<file path="config.mk">
export PLATFORM = sky130hd
export DESIGN_NAME = int_regfile
export DESIGN_NICKNAME = d
export VERILOG_FILES = /design/src/source/rv64_exec_pkg.sv /design/src/source/int_regfile.sv
export VERILOG_INCLUDE_DIRS = /design/src /design/src/source
export SDC_FILE = /design/constraint.sdc
export NUM_CORES = 2
export LEC_CHECK = 0
export BUFFER_PORTS_ARGS = -buffer_cell sky130_fd_sc_hd__buf_2
export CAP_MARGIN = 10
export CELL_PAD_IN_SITES_DETAIL_PLACEMENT = 1
export CELL_PAD_IN_SITES_GLOBAL_PLACEMENT = 2
export CORE_MARGIN = 2
export CORE_UTILIZATION = 24
export DETAILED_ROUTE_END_ITERATION = 8
export GPL_TIMING_DRIVEN = 0
export PLACE_DENSITY = 0.5
export SYNTH_ARGS = -nofsm -noshare
export SYNTH_HDL_FRONTEND = slang
export SYNTH_SLANG_ARGS = --single-unit
</file>
<file path="constraint.sdc">
create_clock -name clk -period 3 [get_ports clk]
set_clock_uncertainty 0.1 [all_clocks]
set_input_delay 0 -clock clk [delete_from_list [all_inputs] [get_ports clk]]
set_output_delay 0 -clock clk [all_outputs]
set_load 0.005 [all_outputs]
</file>
<file path="src/source/rv64_exec_settings.svh">
// widths only; the decoder field slicing assumes 32 registers with 5-bit indices
`ifndef RV64_EXEC_SETTINGS_SVH
`define RV64_EXEC_SETTINGS_SVH

// integer data width
`define RV_XLEN 64

// architectural integer registers, x0 included
`define RV_NREGS 32

`endif

</file>
<file path="src/source/rv64_exec_pkg.sv">
// stage records are flat packed structs, no M extension or CSR operations encoded
`include "rv64_exec_settings.svh"

package rv64_exec_pkg;

    typedef logic [`RV_XLEN-1:0] xword_t;
    typedef logic [$clog2(`RV_NREGS)-1:0] reg_idx_t;

    typedef enum logic [3:0] {
        op_add,
        op_sub,
        op_sll,
        op_slt,
        op_sltu,
        op_xor,
        op_srl,
        op_sra,
        op_or,
        op_and,
        op_lui,
        op_auipc,
        op_jal,
        op_jalr,
        op_branch,
        op_illegal
    } alu_op_e;

    typedef enum logic [1:0] {
        mem_none,
        mem_load,
        mem_store
    } mem_kind_e;

    typedef struct packed {
        logic      valid;
        xword_t    pc;
        alu_op_e   op;
        logic      word;     // W form, 32-bit operate and sign extend
        logic [2:0] funct3;  // branch condition / access size
        reg_idx_t  rs1;
        reg_idx_t  rs2;
        reg_idx_t  rd;
        logic      rd_we;
        mem_kind_e mem_kind;
        xword_t    imm;
        logic      use_imm;
        xword_t    rs1_val;
        xword_t    rs2_val;
    } decoded_op_t;

    typedef struct packed {
        logic      valid;
        xword_t    pc;
        reg_idx_t  rd;
        logic      rd_we;
        xword_t    rd_data;
        xword_t    next_pc;
        logic      taken;
        mem_kind_e mem_kind;
        xword_t    mem_addr;
        xword_t    store_data;
        logic      illegal;
    } exec_result_t;

    // same layout, rd_we already cleared for x0 and illegal
    typedef exec_result_t retire_t;

endpackage

</file>
<file path="src/source/int_regfile.sv">
// async reads with write-through, x0 reads zero, whole array cleared by reset
`timescale 1ns/1ps
`include "rv64_exec_settings.svh"

module int_regfile import rv64_exec_pkg::*; (
    input  logic     clk,
    input  logic     i_rst_n,
    input  reg_idx_t i_rs1_addr,
    input  reg_idx_t i_rs2_addr,
    input  logic     i_we,
    input  reg_idx_t i_wr_addr,
    input  xword_t   i_wr_data,
    output xword_t   o_rs1_data,
    output xword_t   o_rs2_data
);

    xword_t regs [1:`RV_NREGS-1];  // no storage behind x0

    function automatic xword_t read_port(input reg_idx_t addr);
        if (addr == '0) begin
            return '0;
        end else if (i_we && i_wr_addr == addr) begin
            return i_wr_data;  // write-through, distance 2 bypass
        end
        return regs[addr];
    endfunction

    always_comb begin
        o_rs1_data = read_port(i_rs1_addr);
        o_rs2_data = read_port(i_rs2_addr);
    end

    always_ff @(posedge clk or negedge i_rst_n) begin
        if (!i_rst_n) begin
            for (int i = 1; i < `RV_NREGS; i++) begin
                regs[i] <= '0;
            end
        end else if (i_we && i_wr_addr != '0) begin
            regs[i_wr_addr] <= i_wr_data;
        end
    end

    // writeback is expected to filter x0 before it gets here
    a_no_x0_write: assert property (@(posedge clk) disable iff (!i_rst_n)
        i_we |-> i_wr_addr != '0);

endmodule

</file>
# After elaboration in Yosys (flattened, before gate mapping)

Index checks and enable logic that the tools add are counted.

Bits in registers: 1984
Latch bits: 0
RAM bits: 0
ROM bits: 0
Bits of input ports: 82
Output and inout bits: 128
Memories kept: 0

Add/sub/neg operators: 0
$mul: 0
Divide/modulo/power cells: 0
$lt $le $gt $ge: 4
Equality and inequality tests: 2
Shift operators: 0
Muxes and demuxes: 19
Bitwise gates (word level): 3
Reduce and logical (&&, ||, !) cells: 7

Operators with widths:

| operator                                                   | count |
|---|---|
| bitwise mux 1984 bit                                       | 1 |
| two-way mux 64 bit                                         | 11 |
| binary-select mux 64 bit (select 5 bit)                    | 2 |
| demux 64 bit (select 5 bit)                                | 1 |
| >= comparator 6 bit, second input constant                 | 3 |
| NOT 5 -> 6 bit                                             | 3 |
| == test 5 bit                                              | 2 |
| logical NOT 5 bit                                          | 2 |
| less-than comparator 6 x 1 -> 1 bit, second input constant | 1 |
| nonzero test 5 bit                                         | 1 |
| logical AND 1 bit                                          | 4 |
| two-way mux 1 bit                                          | 4 |

# Longest topological paths before layout

Depth after elaboration: 6
Mapped depth: 10
Gate-level depth less buffers: 5

# Worst setup path after synthesis

No wires, ideal clock.

Path type: in2out
Start: input i_rs1_addr[2]
End: output o_rs1_data[10]
Arrival time: 1703 ps
Data required time: 2900 ps
Path slack: 1197 ps
Stages on the path: 7
Buffers on the path: 3
Cells stage by stage: buf_2 > clkbuf_1 > clkbuf_1 > mux4_2 > mux4_2 > nand2b_1 > nand3_1

Cells in the longest elaborated chain, start to end: 5
Elaborated cells between the ends (all ways): 11
Those cells by class: eq/ne (1); mux (7); bitwise (1); reduce/logical (2)

RTL lines:

| element                                                                       | line                                 | text |
|---|---|---|
| start: declaration                                                            | int_regfile.sv:8                     | `input reg_idx_t i_rs1_addr,` |
| NOT 5 -> 6 bit (implied by the code) or == test 5 bit (tied branches)         | int_regfile.sv:25, int_regfile.sv:22 |  |
| binary-select mux 64 bit (select 5 bit) or logical AND 1 bit (tied branches)  | int_regfile.sv:25, int_regfile.sv:22 |  |
| two-way mux 64 bit (implied by the code) or two-way mux 1 bit (tied branches) | int_regfile.sv:25, int_regfile.sv:22 |  |
| two-way mux 64 bit (implied by the code) or two-way mux 1 bit (tied branches) | int_regfile.sv:25, int_regfile.sv:20 |  |
| two-way mux 64 bit (*)                                                        | int_regfile.sv:25                    | `return regs[addr];` |
| end: declaration                                                              | int_regfile.sv:13                    | `output xword_t o_rs1_data,` |

Every way passes the cells marked *; elsewhere a longest branch is shown, timed or not. The select of a mux whose other input is x is not followed.

# Worst setup path in the final report

Start: input i_rs2_addr[0]
End: output o_rs2_data[32]

Cells in the longest elaborated chain, start to end: 5
Elaborated cells between the ends (all ways): 11
Those cells by class: eq/ne (1); mux (7); bitwise (1); reduce/logical (2)

RTL lines:

| element                                                                       | line                                 | text |
|---|---|---|
| start: declaration                                                            | int_regfile.sv:9                     | `input reg_idx_t i_rs2_addr,` |
| NOT 5 -> 6 bit (implied by the code) or == test 5 bit (tied branches)         | int_regfile.sv:25, int_regfile.sv:22 |  |
| binary-select mux 64 bit (select 5 bit) or logical AND 1 bit (tied branches)  | int_regfile.sv:25, int_regfile.sv:22 |  |
| two-way mux 64 bit (implied by the code) or two-way mux 1 bit (tied branches) | int_regfile.sv:25, int_regfile.sv:22 |  |
| two-way mux 64 bit (implied by the code) or two-way mux 1 bit (tied branches) | int_regfile.sv:25, int_regfile.sv:20 |  |
| two-way mux 64 bit (*)                                                        | int_regfile.sv:25                    |  |
| end: declaration                                                              | int_regfile.sv:14                    | `output xword_t o_rs2_data` |

Marked as above.

==> flow_summary.yaml <==
worst_setup_path:
  crit_required_ns: 2.90
  path_class: "in -> out"
  r2r_setup_slack_ns: 1.89
  crit_path_end_kind: "primary output"
  start_kind: "input pin"
  arrival_ns: 3.45
  critical_path.max_fanout: 10
placed_design:
  portBuffers: 198
  gp_congestion: 0.890
  place_hpwl_um: 406000
  place_worst_setup_slack_ns: -2.48
synth:
  ys_seq_area_share_pct: 46.3
  synth.area.top_cells: "dfrtp_1, mux2_2, mux4_2, mux2i_1, clkbuf_1"
  synth_top_cell_area_share_pct: 46.3
  async_reset_ff_share_pct: 100
  synthTopCellsByCount: "mux2_2, dfrtp_1, mux4_2"
  syn-num-nets: 7443
  synth_flop_cell: "dfrtp_1"
  synth_area_mm2: 0.107
  yosysMostFrequentCell: "mux2_2"
  synth_edf_count: 0
  ys_warn_count: 0
  ys_ff_latch: 1984
  synth_cell_types: 49
  synthCells: 7361
  synth_top_area_cell: "dfrtp_1"
  syn_avg_cell_area_um2: 14.6
power_and_ir_drop:
  power_density_mw_per_mm2: 679
  peakVddDrop_mv: 0.501
  finalPower_mw: 87.8
  p_leak_nw: 54.8
die:
  dieArea_mm2: 0.452
  die_x_um: 672
  start_util_pct: 24.1
  core_area_mm2: 0.445
  std_cell_rows: 245
  io_pins: 210
  die_h_um: 672
finish:
  largest_reg_flops: 1984
  num-nets-final: 8124
  area.growth.synth_to_final_pct: 20.5
  drive_gt1_share_pct: 53.3
  top_regs: "regs: 1984 flops"
  regMostFlops: "regs"
  final_util_pct: 29.0
grt:
  grt_pass1_wl_um: 710000
  grt_overflow_total: 0
  grt_max_degree: 161
  first_global_vias: 77500
  antenna_found_initial: 93
  grt_usage_pct: 23.0
clocking:
  root_buffer: "clkbuf_16"
  cts_buffers: 234
  cts_num_sinks: 1984
  clkTransAtPathRegs_ns: 0.06
  htree_levels: 4
  cts_tree: "yes"
  cts_buffer_depth: 4
  clk_latency_ns: 0.96
sta:
  finalSetupTns_ns: -13.65
  rsz0062_at_grt: "yes"
  min_period_ns: 3.55
  timing.hold.ws_ns: 0.0617
  setup_viol: 95
  slew_viol_final: 0
  relSlewSlack_pct: 8.59
  worst_slack_ns: -0.549
  fmax_mhz: 282
  hold_violations: 0
  fin_crit_sh_pct: 118
  worstMarginPinSlew_ns: 1.37
run:
  cap_violations: 0
status:
  violations: "setup timing"
  status: "finished with violations"
route:
  routedWlPerCell_um: 37.3
  drc_errors: 0
  detail-route-antenna-nets: 0
  avgViaCountPerCell: 5.18
  vias: 73500
  drtPass1Iterations: 5
  totalWireLength_um: 530000
  drt_first_iter_violations: 6215
min_path:
  hp-class: "in -> reg"
cells in the final DEF (no fill, tap or decap), types with 12 or more instances in the layout:
cell type      synthesis  layout
o311ai_0              96      35
nand3_4                0      35
o211ai_1              63      63
buf_4                 48     139
clkbuf_1             435     366
bufinv_16              0      14
buf_6                 14      63
clkbuf_2               0      90
a22oi_1              125     110
clkbuf_4               0      32
mux2_1                37      37
o311ai_1              28      54
mux2i_1              334     331
buf_2                247     386
nand3_1              128      60
nand3_2                0      33
nand2b_1              66      30
a22oi_2                0      15
o22ai_1              130     119
dlygate4sd3_1          0     126
mux2_2              2074    2074
buf_12                 0      12
inv_2                  0      44
o311ai_4               0      26
dfrtp_1             1984    1983
buf_16                 0      33
mux4_2               886     886
clkbuf_16              0     243
nand2_1              335     325
buf_8                  0      15
clkinv_2               0      50
nand2b_4               0      35
diode_2                0      46
nor2_1               144     133
clkbuf_8               0      62
nand2_2                4      12
worst max-delay path, cell delays in order:
cell	delay [ns]
buf_4	0.28
buf_12	0.25
buf_6	0.27
buf_12	0.26
buf_8	0.27
mux2i_1	0.26
o22ai_2	0.20
o311ai_4	0.52
o211ai_1	0.65
buf_2	0.34
final timing paths:
| kind | start | cells after the start | end |
|---|---|---|---|
| min | i_wr_data[41] | 3 | regs[105]$_DFFE_PN0P_ |
| max | i_rs2_addr[0] | 10 | o_rs2_data[32] |
| min reg2reg | regs[1269]$_DFFE_PN0P_ | 1 | regs[1269]$_DFFE_PN0P_ |
| min in group asynchronous | i_rst_n | 9 | regs[913]$_DFFE_PN0P_ |
| max in group asynchronous | i_rst_n | 12 | regs[1838]$_DFFE_PN0P_ |
| max reg2reg | regs[98]$_DFFE_PN0P_ | 3 | regs[98]$_DFFE_PN0P_ |
logic make-up (layout without fill, tap and decap cells):
family / count (synthesis) / after routing / synth area share (%)
DFF: 1984 / 1984 / 46.3
AOI/OAI and AO/OA: 471 / 471 / 3.28
muxes: 3331 / 3331 / 43.9
other: 0 / 46 / 0
and+or+nand+nor: 710 / 710 / 2.90
xor gates and xnor gates: 10 / 10 / 0.0817
buffers and inverters: 855 / 1721 / 3.55
area by class of cell:
class | instances | area [µm²]
buffer | 790 | 4210
timing repair buffer | 446 | 4280
clock inverter | 70 | 746
inverter | 64 | 269
sequential | 1984 | 49600
antenna | 46 | 115
tap | 5928 | 7420
fill | 47100 | 316000
clock buffer | 351 | 6970
multi-input combinational | 4522 | 55600
metal layers:
metal | vias to the layer above | global-route usage, % | part of all wire [%]
li1 | 29600 | - | -
met1 | 40800 | 31.9 | 45
met2 | 2361 | 35.5 | 45
met3 | 736 | 3.73 | 5.5
met4 | 12 | 9.74 | 5.1
met5 | - | 0 | 0.018
stage by stage:
stage	instance area (µm²)	cells
3_5_place_dp	117000	13500
2_1_floorplan	107000	7361
6_report	129000	14200
5_1_grt	129000	14200
3_3_place_gp	116000	13500
4_1_cts	129000	14100
timing repair:
action	in CTS	in global routing
endpoints found under the hold margin	2413	156
gates resized for setup	644	88
endpoints found under the setup margin	128	402
setup buffers	33	24
pin swaps	51	39
hold buffers	133	2
gates cloned	0	4
power by group:
part / internal (mW) / switching (mW) / total, mW
logic: 10.9 / 11.2 / 22.1
clock network: 17.1 / 12.6 / 29.7
registers: 32.0 / 3.97 / 36.0
total: 60.0 / 27.7 / 87.8
Power figures use the tool's default switching activity.
