## src/source/rv64_exec_settings.svh

```systemverilog
// widths only; the decoder field slicing assumes 32 registers with 5-bit indices
`ifndef RV64_EXEC_SETTINGS_SVH
`define RV64_EXEC_SETTINGS_SVH

// integer data width
`define RV_XLEN 64

// architectural integer registers, x0 included
`define RV_NREGS 32

`endif

```

## src/source/rv64_exec_pkg.sv

```systemverilog
// stage records are flat packed structs, no M extension or CSR operations encoded
`include "rv64_exec_settings.svh"

package rv64_exec_pkg;

    typedef logic [`RV_XLEN-1:0] xword_t;
    typedef logic [$clog2(`RV_NREGS)-1:0] reg_idx_t;

    typedef enum logic [3:0] {
        op_add,
        op_sub,
        op_sll,
        op_slt,
        op_sltu,
        op_xor,
        op_srl,
        op_sra,
        op_or,
        op_and,
        op_lui,
        op_auipc,
        op_jal,
        op_jalr,
        op_branch,
        op_illegal
    } alu_op_e;

    typedef enum logic [1:0] {
        mem_none,
        mem_load,
        mem_store
    } mem_kind_e;

    typedef struct packed {
        logic      valid;
        xword_t    pc;
        alu_op_e   op;
        logic      word;     // W form, 32-bit operate and sign extend
        logic [2:0] funct3;  // branch condition / access size
        reg_idx_t  rs1;
        reg_idx_t  rs2;
        reg_idx_t  rd;
        logic      rd_we;
        mem_kind_e mem_kind;
        xword_t    imm;
        logic      use_imm;
        xword_t    rs1_val;
        xword_t    rs2_val;
    } decoded_op_t;

    typedef struct packed {
        logic      valid;
        xword_t    pc;
        reg_idx_t  rd;
        logic      rd_we;
        xword_t    rd_data;
        xword_t    next_pc;
        logic      taken;
        mem_kind_e mem_kind;
        xword_t    mem_addr;
        xword_t    store_data;
        logic      illegal;
    } exec_result_t;

    // same layout, rd_we already cleared for x0 and illegal
    typedef exec_result_t retire_t;

endpackage

```

## src/source/writeback_unit.sv

```systemverilog
// no stall input, so every valid result retires on the next edge
`timescale 1ns/1ps

module writeback_unit import rv64_exec_pkg::*; (
    input  logic         clk,
    input  logic         i_rst_n,
    input  exec_result_t i_res,
    output logic         o_we,
    output reg_idx_t     o_wr_addr,
    output xword_t       o_wr_data,
    output retire_t      o_retire
);

    // regfile write lands on the same edge as the retire record
    assign o_we      = i_res.valid && i_res.rd_we && i_res.rd != '0;
    assign o_wr_addr = i_res.rd;
    assign o_wr_data = i_res.rd_data;

    always_ff @(posedge clk or negedge i_rst_n) begin
        if (!i_rst_n) begin
            o_retire <= '0;
        end else begin
            o_retire       <= i_res;
            o_retire.rd_we <= i_res.rd_we && i_res.rd != '0 && !i_res.illegal;
        end
    end

    a_illegal_no_write: assert property (@(posedge clk) disable iff (!i_rst_n)
        i_res.valid && i_res.illegal |-> !o_we);

endmodule

```

## config.mk

```make
export PLATFORM = sky130hd
export DESIGN_NAME = writeback_unit
export DESIGN_NICKNAME = d
export VERILOG_FILES = /design/src/source/rv64_exec_pkg.sv /design/src/source/writeback_unit.sv
export VERILOG_INCLUDE_DIRS = /design/src /design/src/source
export SDC_FILE = /design/constraint.sdc
export NUM_CORES = 1
export LEC_CHECK = 0
export ABC_AREA = 0
export BUFFER_PORTS_ARGS = -buffer_cell sky130_fd_sc_hd__buf_2
export CAP_MARGIN = 10
export CORE_AREA = 2 2 286 288
export DETAILED_ROUTE_END_ITERATION = 8
export DIE_AREA = 0 0 288 290
export PLACE_DENSITY = 0.36
export SLEW_MARGIN = 40
export SYNTH_ARGS = -nofsm -noshare
export SYNTH_HDL_FRONTEND = slang
export SYNTH_SLANG_ARGS = --single-unit
```

## constraint.sdc

```tcl
create_clock -name clk -period 0.8 [get_ports clk]
set_input_delay 0.08 -clock clk [delete_from_list [all_inputs] [get_ports clk]]
set_output_delay 0.08 -clock clk [all_outputs]
set_load 0.03 [all_outputs]
```

; Yosys cells after proc, flatten, opt, wreduce, memory -nomap -nowiden
; Cells that the tools add are included.
[word_totals]
output_inout_bits = 401
memories = 0
reg_bits = 331
ram_bits = 0
latchBits = 0
input_bits = 333
word_cells = 17
romBits = 0
[op_classes]
mux = 0
bitwise = 0
addsub = 0
multipliers = 0
reduce_logical = 6
order_cmp = 0
shift = 0
div_mod_pow = 0
n_eq_ne = 0
[op_table]
columns = op, count
row1 = $reduce_bool A5 Y1, 1
row2 = $logic_and A1 B1 Y1, 4
row3 = $logic_not A1 Y1, 1

; Logic depth before layout (Yosys ltp)
; Gate-level depths: netlist of run 1.
[logic_depth]
ltp_word = 3
depth_mapped = 2
mapped_depth_nobuf = 2

; Worst setup path before layout of run 1
; Ideal clock, no wire load.
[synth_path]
path_type = input-to-output
from = in i_res[262] (netlist bit)
to = out o_we
path_slack_ns = 0.103
arrival_ns = 0.617
n_path_buf = 0
stages = 2
t_required_ns = 0.720
path_cell_list = nor4_2 > a21oi_1
[synth_between]
elab_chain_len = 2
[synth_rtl]
columns = item, line_no
row1 = start: declaration, writeback_unit.sv:7  ; input exec_result_t i_res,
row2 = $reduce_bool A5 Y1, writeback_unit.sv:15  ; assign o_we = i_res.valid && i_res.rd_we && i_res.rd != '0;
row3 = $logic_and A1 B1 Y1, writeback_unit.sv:15
row4 = end: declaration, writeback_unit.sv:8  ; output logic o_we,
; No other way between the ends.

; Worst setup path in the final report of run 1
[layout_path]
from = reg o_retire[58] (netlist bit)
to = out o_retire[58] (netlist bit)
[layout_rtl]
columns = item, line_no
row1 = start: declaration, writeback_unit.sv:11  ; output retire_t o_retire
row2 = start signal: assignment, writeback_unit.sv:23  ; o_retire <= i_res;
; No word-level cell between the ends.

==> flow_summary.ini, run 1 <==
[run]
maxCapViolCount = 0

[clocking]
cts_buffer_depth = 3
path_clk_slew_ns = 0.06
cts_tree = built
cts-htree-levels = 2
cts_inserted_buffers = 38
ctsHoldBuffers = 334
clock-sinks = 331
cts-root-buf = clkbuf_16

[yosys]
yosysTopAreaCell = dfrtp_1
synth_cells = 406
ys_seq_area_share_pct = 93.7
netlist_area_um2 = 8840
synth_seq_cells = 331
synthFlopType = dfrtp_1
synth_top_area_share_pct = 93.7
synth.most_common_cell = dfrtp_1
synth.net_count = 739
synth_edf_count = 0
syn_avg_cell_area_um2 = 21.8
synthTopCellsByCount = dfrtp_1, buf_4, a21oi_1
ys_warn_count = 0
async_reset_ff_share_pct = 100
yosys-top-cells-area = dfrtp_1, buf_4, nor4_2
synthDistinctLibCells = 7

[critical_path]
path_buf_inv = 1
slowest_delay_ns = 0.41
crit_path_end_kind = output port
crit_path_max_fanout = 1
crit_type = flip-flop to output port
crit_path_cell_trace = buf_6
worstSetupStartpointType = flip-flop
required_ns = 0.72
slowest_stage = dfrtp_1
crit_arrival_ns = 1.10
critical-path-top-delay-family = flip-flops

[drt]
via_per_inst = 2.92
wl_met1_um = 13000
top_layer_used = met5
dr_wl_met2_um = 20200
drtIter0Drc = 141
vias = 7529
met3_length_um = 3420
drc = 0
wl_um = 37700
first_pass_iters = 4
wl_per_cell_um = 14.7
ant_nets = 0

[floorplanning]
start_util_pct = 11.0
die_h_um = 290
io_pins = 734
core-area_um2 = 80200
rows = 104
die_width_um = 288
die_area_um2 = 83500

[status]
status = finished with violations
violations = negative hold slack, negative setup slack

[placed_design]
dp.cells = 2174
io_buffers = 733
gp_congestion = 0.829
dpl_worst_slack_ns = -0.0755
dpl.hpwl_um = 27200

[layout]
nFillCells = 8256
drive_above_1_share_pct = 55.4
area_delta_synth_final_pct = 132
reg_top3 = o_retire x331
antenna_cells = 0
largest_reg_flops = 331
instances_no_fill = 2575
largest-register = o_retire
nets = 1823
fin_util_pct = 25.6

[grt]
grt_max_degree = 30
overflow = 0
grt_pass1_wl_um = 55400
grt_usage_pct = 8.82
antenna_found_initial = 7
first_global_vias = 9168

[timing]
fmax_mhz = 846
min_period_ns = 1.18
drv_slew = 0
relSlewSlack_pct = 79.4
finalSetupTns_ns = -109.22
min_period_over_period_pct = 148
setup_ws_ns = -0.383
setup_viol = 332
rsz0062_at_grt = yes
worst_pin_slew_ns = 0.308
hold_viol_final = 11
whs_ns = -0.0482

[power]
powerDensity_nw_per_um2 = 2100
ir_drop_mv = 1.57
p_leak_uw = 0.00977

[hold_path]
worstHoldPathType = primary input to asynchronous set/reset pin
per-stage QoR:
step                      area (um2)  total power [uW]  hold slack [ns]
after global routing           20500             45100          -0.0842
after global placement         13700             23100          -0.0953
after detailed placement       13700             23100          -0.0984
after floorplan                 8840             20600           -0.216
final                          20500             43000          -0.0482
after CTS                      20500             44000          -0.0981
cell usage in the layout, fill, tap and decap left out, types with 2 or more instances in the layout:
master	synthesis	routed
buf_4	69	39
buf_6	0	332
clkbuf_1	0	6
buf_12	0	7
clkbuf_16	0	41
buf_2	0	398
buf_8	0	3
dfrtp_1	331	331
clkinv_2	0	4
dlygate4sd3_1	0	333
bufinv_16	0	2
clkbuf_8	0	10
report_power, final:
part           switching [uW]  leakage [uW]  internal (uW)  total [uW]
clock network            6840      0.000632          10800       17700
logic                    3760       0.00528           3570        7320
registers                 433       0.00386          17600       18000
total                   11000       0.00977          32000       43000
area by class of cell:
class / count / area (um2) / area share (%)
well taps: 1060 / 1330 / 6.47
multi-input cells: 5 / 45.0 / 0.220
repair buffers: 1113 / 9550 / 46.6
flip-flops and latches: 331 / 8280 / 40.4
inverters: 1 / 3.75 / 0.0183
clock inverters: 8 / 96.3 / 0.470
clock buffers: 57 / 1190 / 5.79
kinds of logic after synthesis:
logic type	after synthesis	synth area share (%)
buffers and inverters	70	5.90
flip-flops	331	93.7
AO/OA/AOI/OAI	2	0.113
AND/OR/NAND/NOR	3	0.255
final timing paths:
path,startpoint,end,slack [ns],cells after the start
worst max-delay path,o_retire[58],o_retire[58],-0.38,1
worst min-delay path,i_rst_n,o_retire[131],-0.05,2
max in group asynchronous,i_rst_n,o_retire[18],0.16,4
min in group clk,i_res[94],o_retire[94],0.17,2
per-layer routing:
layer	track usage, %	vias up
met4	2.88	4
met5	0	-
met2	16.6	419
met3	3.12	58
met1	8.91	3686
li1	-	3362
repair_timing:
| action | CTS | global route |
|---|---|---|
| hold endpoints to repair | 662 | 11 |
| buffers inserted | 2 | 0 |
| resized for setup | 669 | 4 |
| endpoints found under the setup margin | 332 | 333 |
| pin swaps | 2 | 1 |
Power figures use the tool's default switching activity.
==> inputs of run 2 (changes only) <==
SETUP_SLACK_MARGIN = 0.5   (was not set)
==> run 2 against run 1 <==
Net effect: the flow still finishes with violations (negative hold slack, negative setup slack); critical path depth stayed put; sequential share of layout area is 0.46 points lower; sequential cell count unchanged; design area rose by 6.2%; sequential power is essentially flat.
==> flow_summary.ini, run 2 (synthesis gave the netlist of run 1 again) <==
[status]
status = finished with violations
violations = negative hold slack, negative setup slack

[timing]
hold_viol_final = 402
finalSetupTns_ns = -117.39
relSlewSlack_pct = 73.5
min_period_over_period_pct = 152
setup_viol = 332
worst_pin_slew_ns = 0.398
min_period_ns = 1.22
rsz0062_at_grt = yes
whs_ns = -0.554
setup_ws_ns = -0.419
fmax_mhz = 821
drv_slew = 0

[layout]
instances_no_fill = 2566
largest-register = o_retire
reg_top3 = o_retire x331
nets = 1813
largest_reg_flops = 331
final_cell_mix = buf_6, dfrtp_2, dlygate4sd3_1, buf_2, buf_4
final_common_cell = buf_6
nFillCells = 8024
area_delta_synth_final_pct = 146
drive_above_1_share_pct = 80.7

[critical_path]
crit_path_end_kind = output port
crit_arrival_ns = 1.14
slowest_delay_ns = 0.44
crit_path_max_fanout = 1
crit_path_cell_trace = buf_6
path_buf_inv = 1
slowest_stage = dfrtp_2
crit_type = flip-flop to output port
worstSetupStartpointType = flip-flop
critical-path-top-delay-family = flip-flops
required_ns = 0.72

[floorplanning]
die_width_um = 288
io_pins = 734
die_h_um = 290
rows = 104
die_area_um2 = 83500
core-area_um2 = 80200
start_util_pct = 11.0

[power]
swShare_pct = 25.6
ir_drop_mv = 1.51
power_frac_comb_pct = 17.9
p_int_uw = 32600
p_clk_share_pct = 40.6
powerDensity_nw_per_um2 = 2010
p_leak_uw = 0.00994
seqPwrFrac_pct = 41.5
p_switching_uw = 11200

[placed_design]
dpl_worst_slack_ns = -0.0684
dp.cells = 2157
io_buffers = 733
dpl.hpwl_um = 27600
gp_congestion = 0.871

[clocking]
cts-root-buf = clkbuf_16
path_clk_slew_ns = 0.05
cts_tree = built
cts_buffer_depth = 3
cts_inserted_buffers = 38
clock-sinks = 331
cts-htree-levels = 2

[grt]
global_route.peak_usage_layer = met2
grt_max_degree = 32
met3_usage_pct = 3.09
first_global_vias = 8992
overflow = 0
use_met2_pct = 16.9
antenna_found_initial = 11
grt_pass1_wl_um = 54800
use_met1_pct = 8.34
grt_usage_pct = 8.84

[drt]
wl_um = 39400
drtIter0Drc = 130
first_pass_iters = 4
wl_per_cell_um = 15.4
drc = 0
ant_nets = 0
vias = 7595
via_per_inst = 2.96

[hold_path]
worstHoldPathType = primary input to asynchronous set/reset pin

[run]
maxCapViolCount = 0
-- run 2: final timing paths --
kind / from / to / slack [ns] / cells past startpoint
worst min-delay path: i_rst_n / o_retire[275] / -0.55 / 1
max in group asynchronous: i_rst_n / o_retire[106] / 0.79 / 2
min in group clk: i_res[0] / o_retire[0] / -0.32 / 1
worst max-delay path: o_retire[185] / o_retire[185] / -0.42 / 1
-- run 2: per-layer routing --
metal  part of all wire [%]  up-vias  wire length (um)
li1                       -     3341                 -
met1                     32     3725             12600
met2                     55      442             21700
met3                    9.1       81              3600
met4                    3.9        6              1530
met5                   0.10        -                41
-- run 2: final cells by class --
type	instances	area [um2]	share of cell area [%]
Tap cell	1060	1330	6.09
Multi-Input combinational cell	5	56.3	0.259
Antenna cell	1	2.50	0.0115
Clock buffer	51	1090	5.01
Clock inverter	14	189	0.868
Sequential cell	331	8700	40.0
Inverter	1	3.75	0.0172
Timing Repair Buffer	1103	10400	47.8
-- run 2: per-stage QoR --
step,instance area (um2),total power (uW),util [%]
2_1_floorplan,9520,20900,-
3_3_place_gp,14000,23200,17.5
3_5_place_dp,14000,23200,17.5
4_1_cts,21200,44300,26.4
5_1_grt,21800,45700,27.2
6_report,21800,43800,27.2
-- run 2: power by group through the flow --
| stage | clock network (uW) | registers (uW) | logic [uW] |
|---|---|---|---|
| final | 17800 | 18200 | 7860 |
| after global routing | 19200 | 18200 | 8240 |
| after CTS | 18500 | 18200 | 7620 |
| after detailed placement | 0 | 18200 | 4940 |
| after global placement | 0 | 18200 | 4950 |
| after floorplan | 0 | 20100 | 779 |
-- run 2: what timing repair did --
item	CTS	global route
hold endpoints to repair	662	405
pin swaps	2	3
hold buffers	282	3
setup endpoints to repair	401	430
gates resized for setup	854	133
setup buffers	41	18
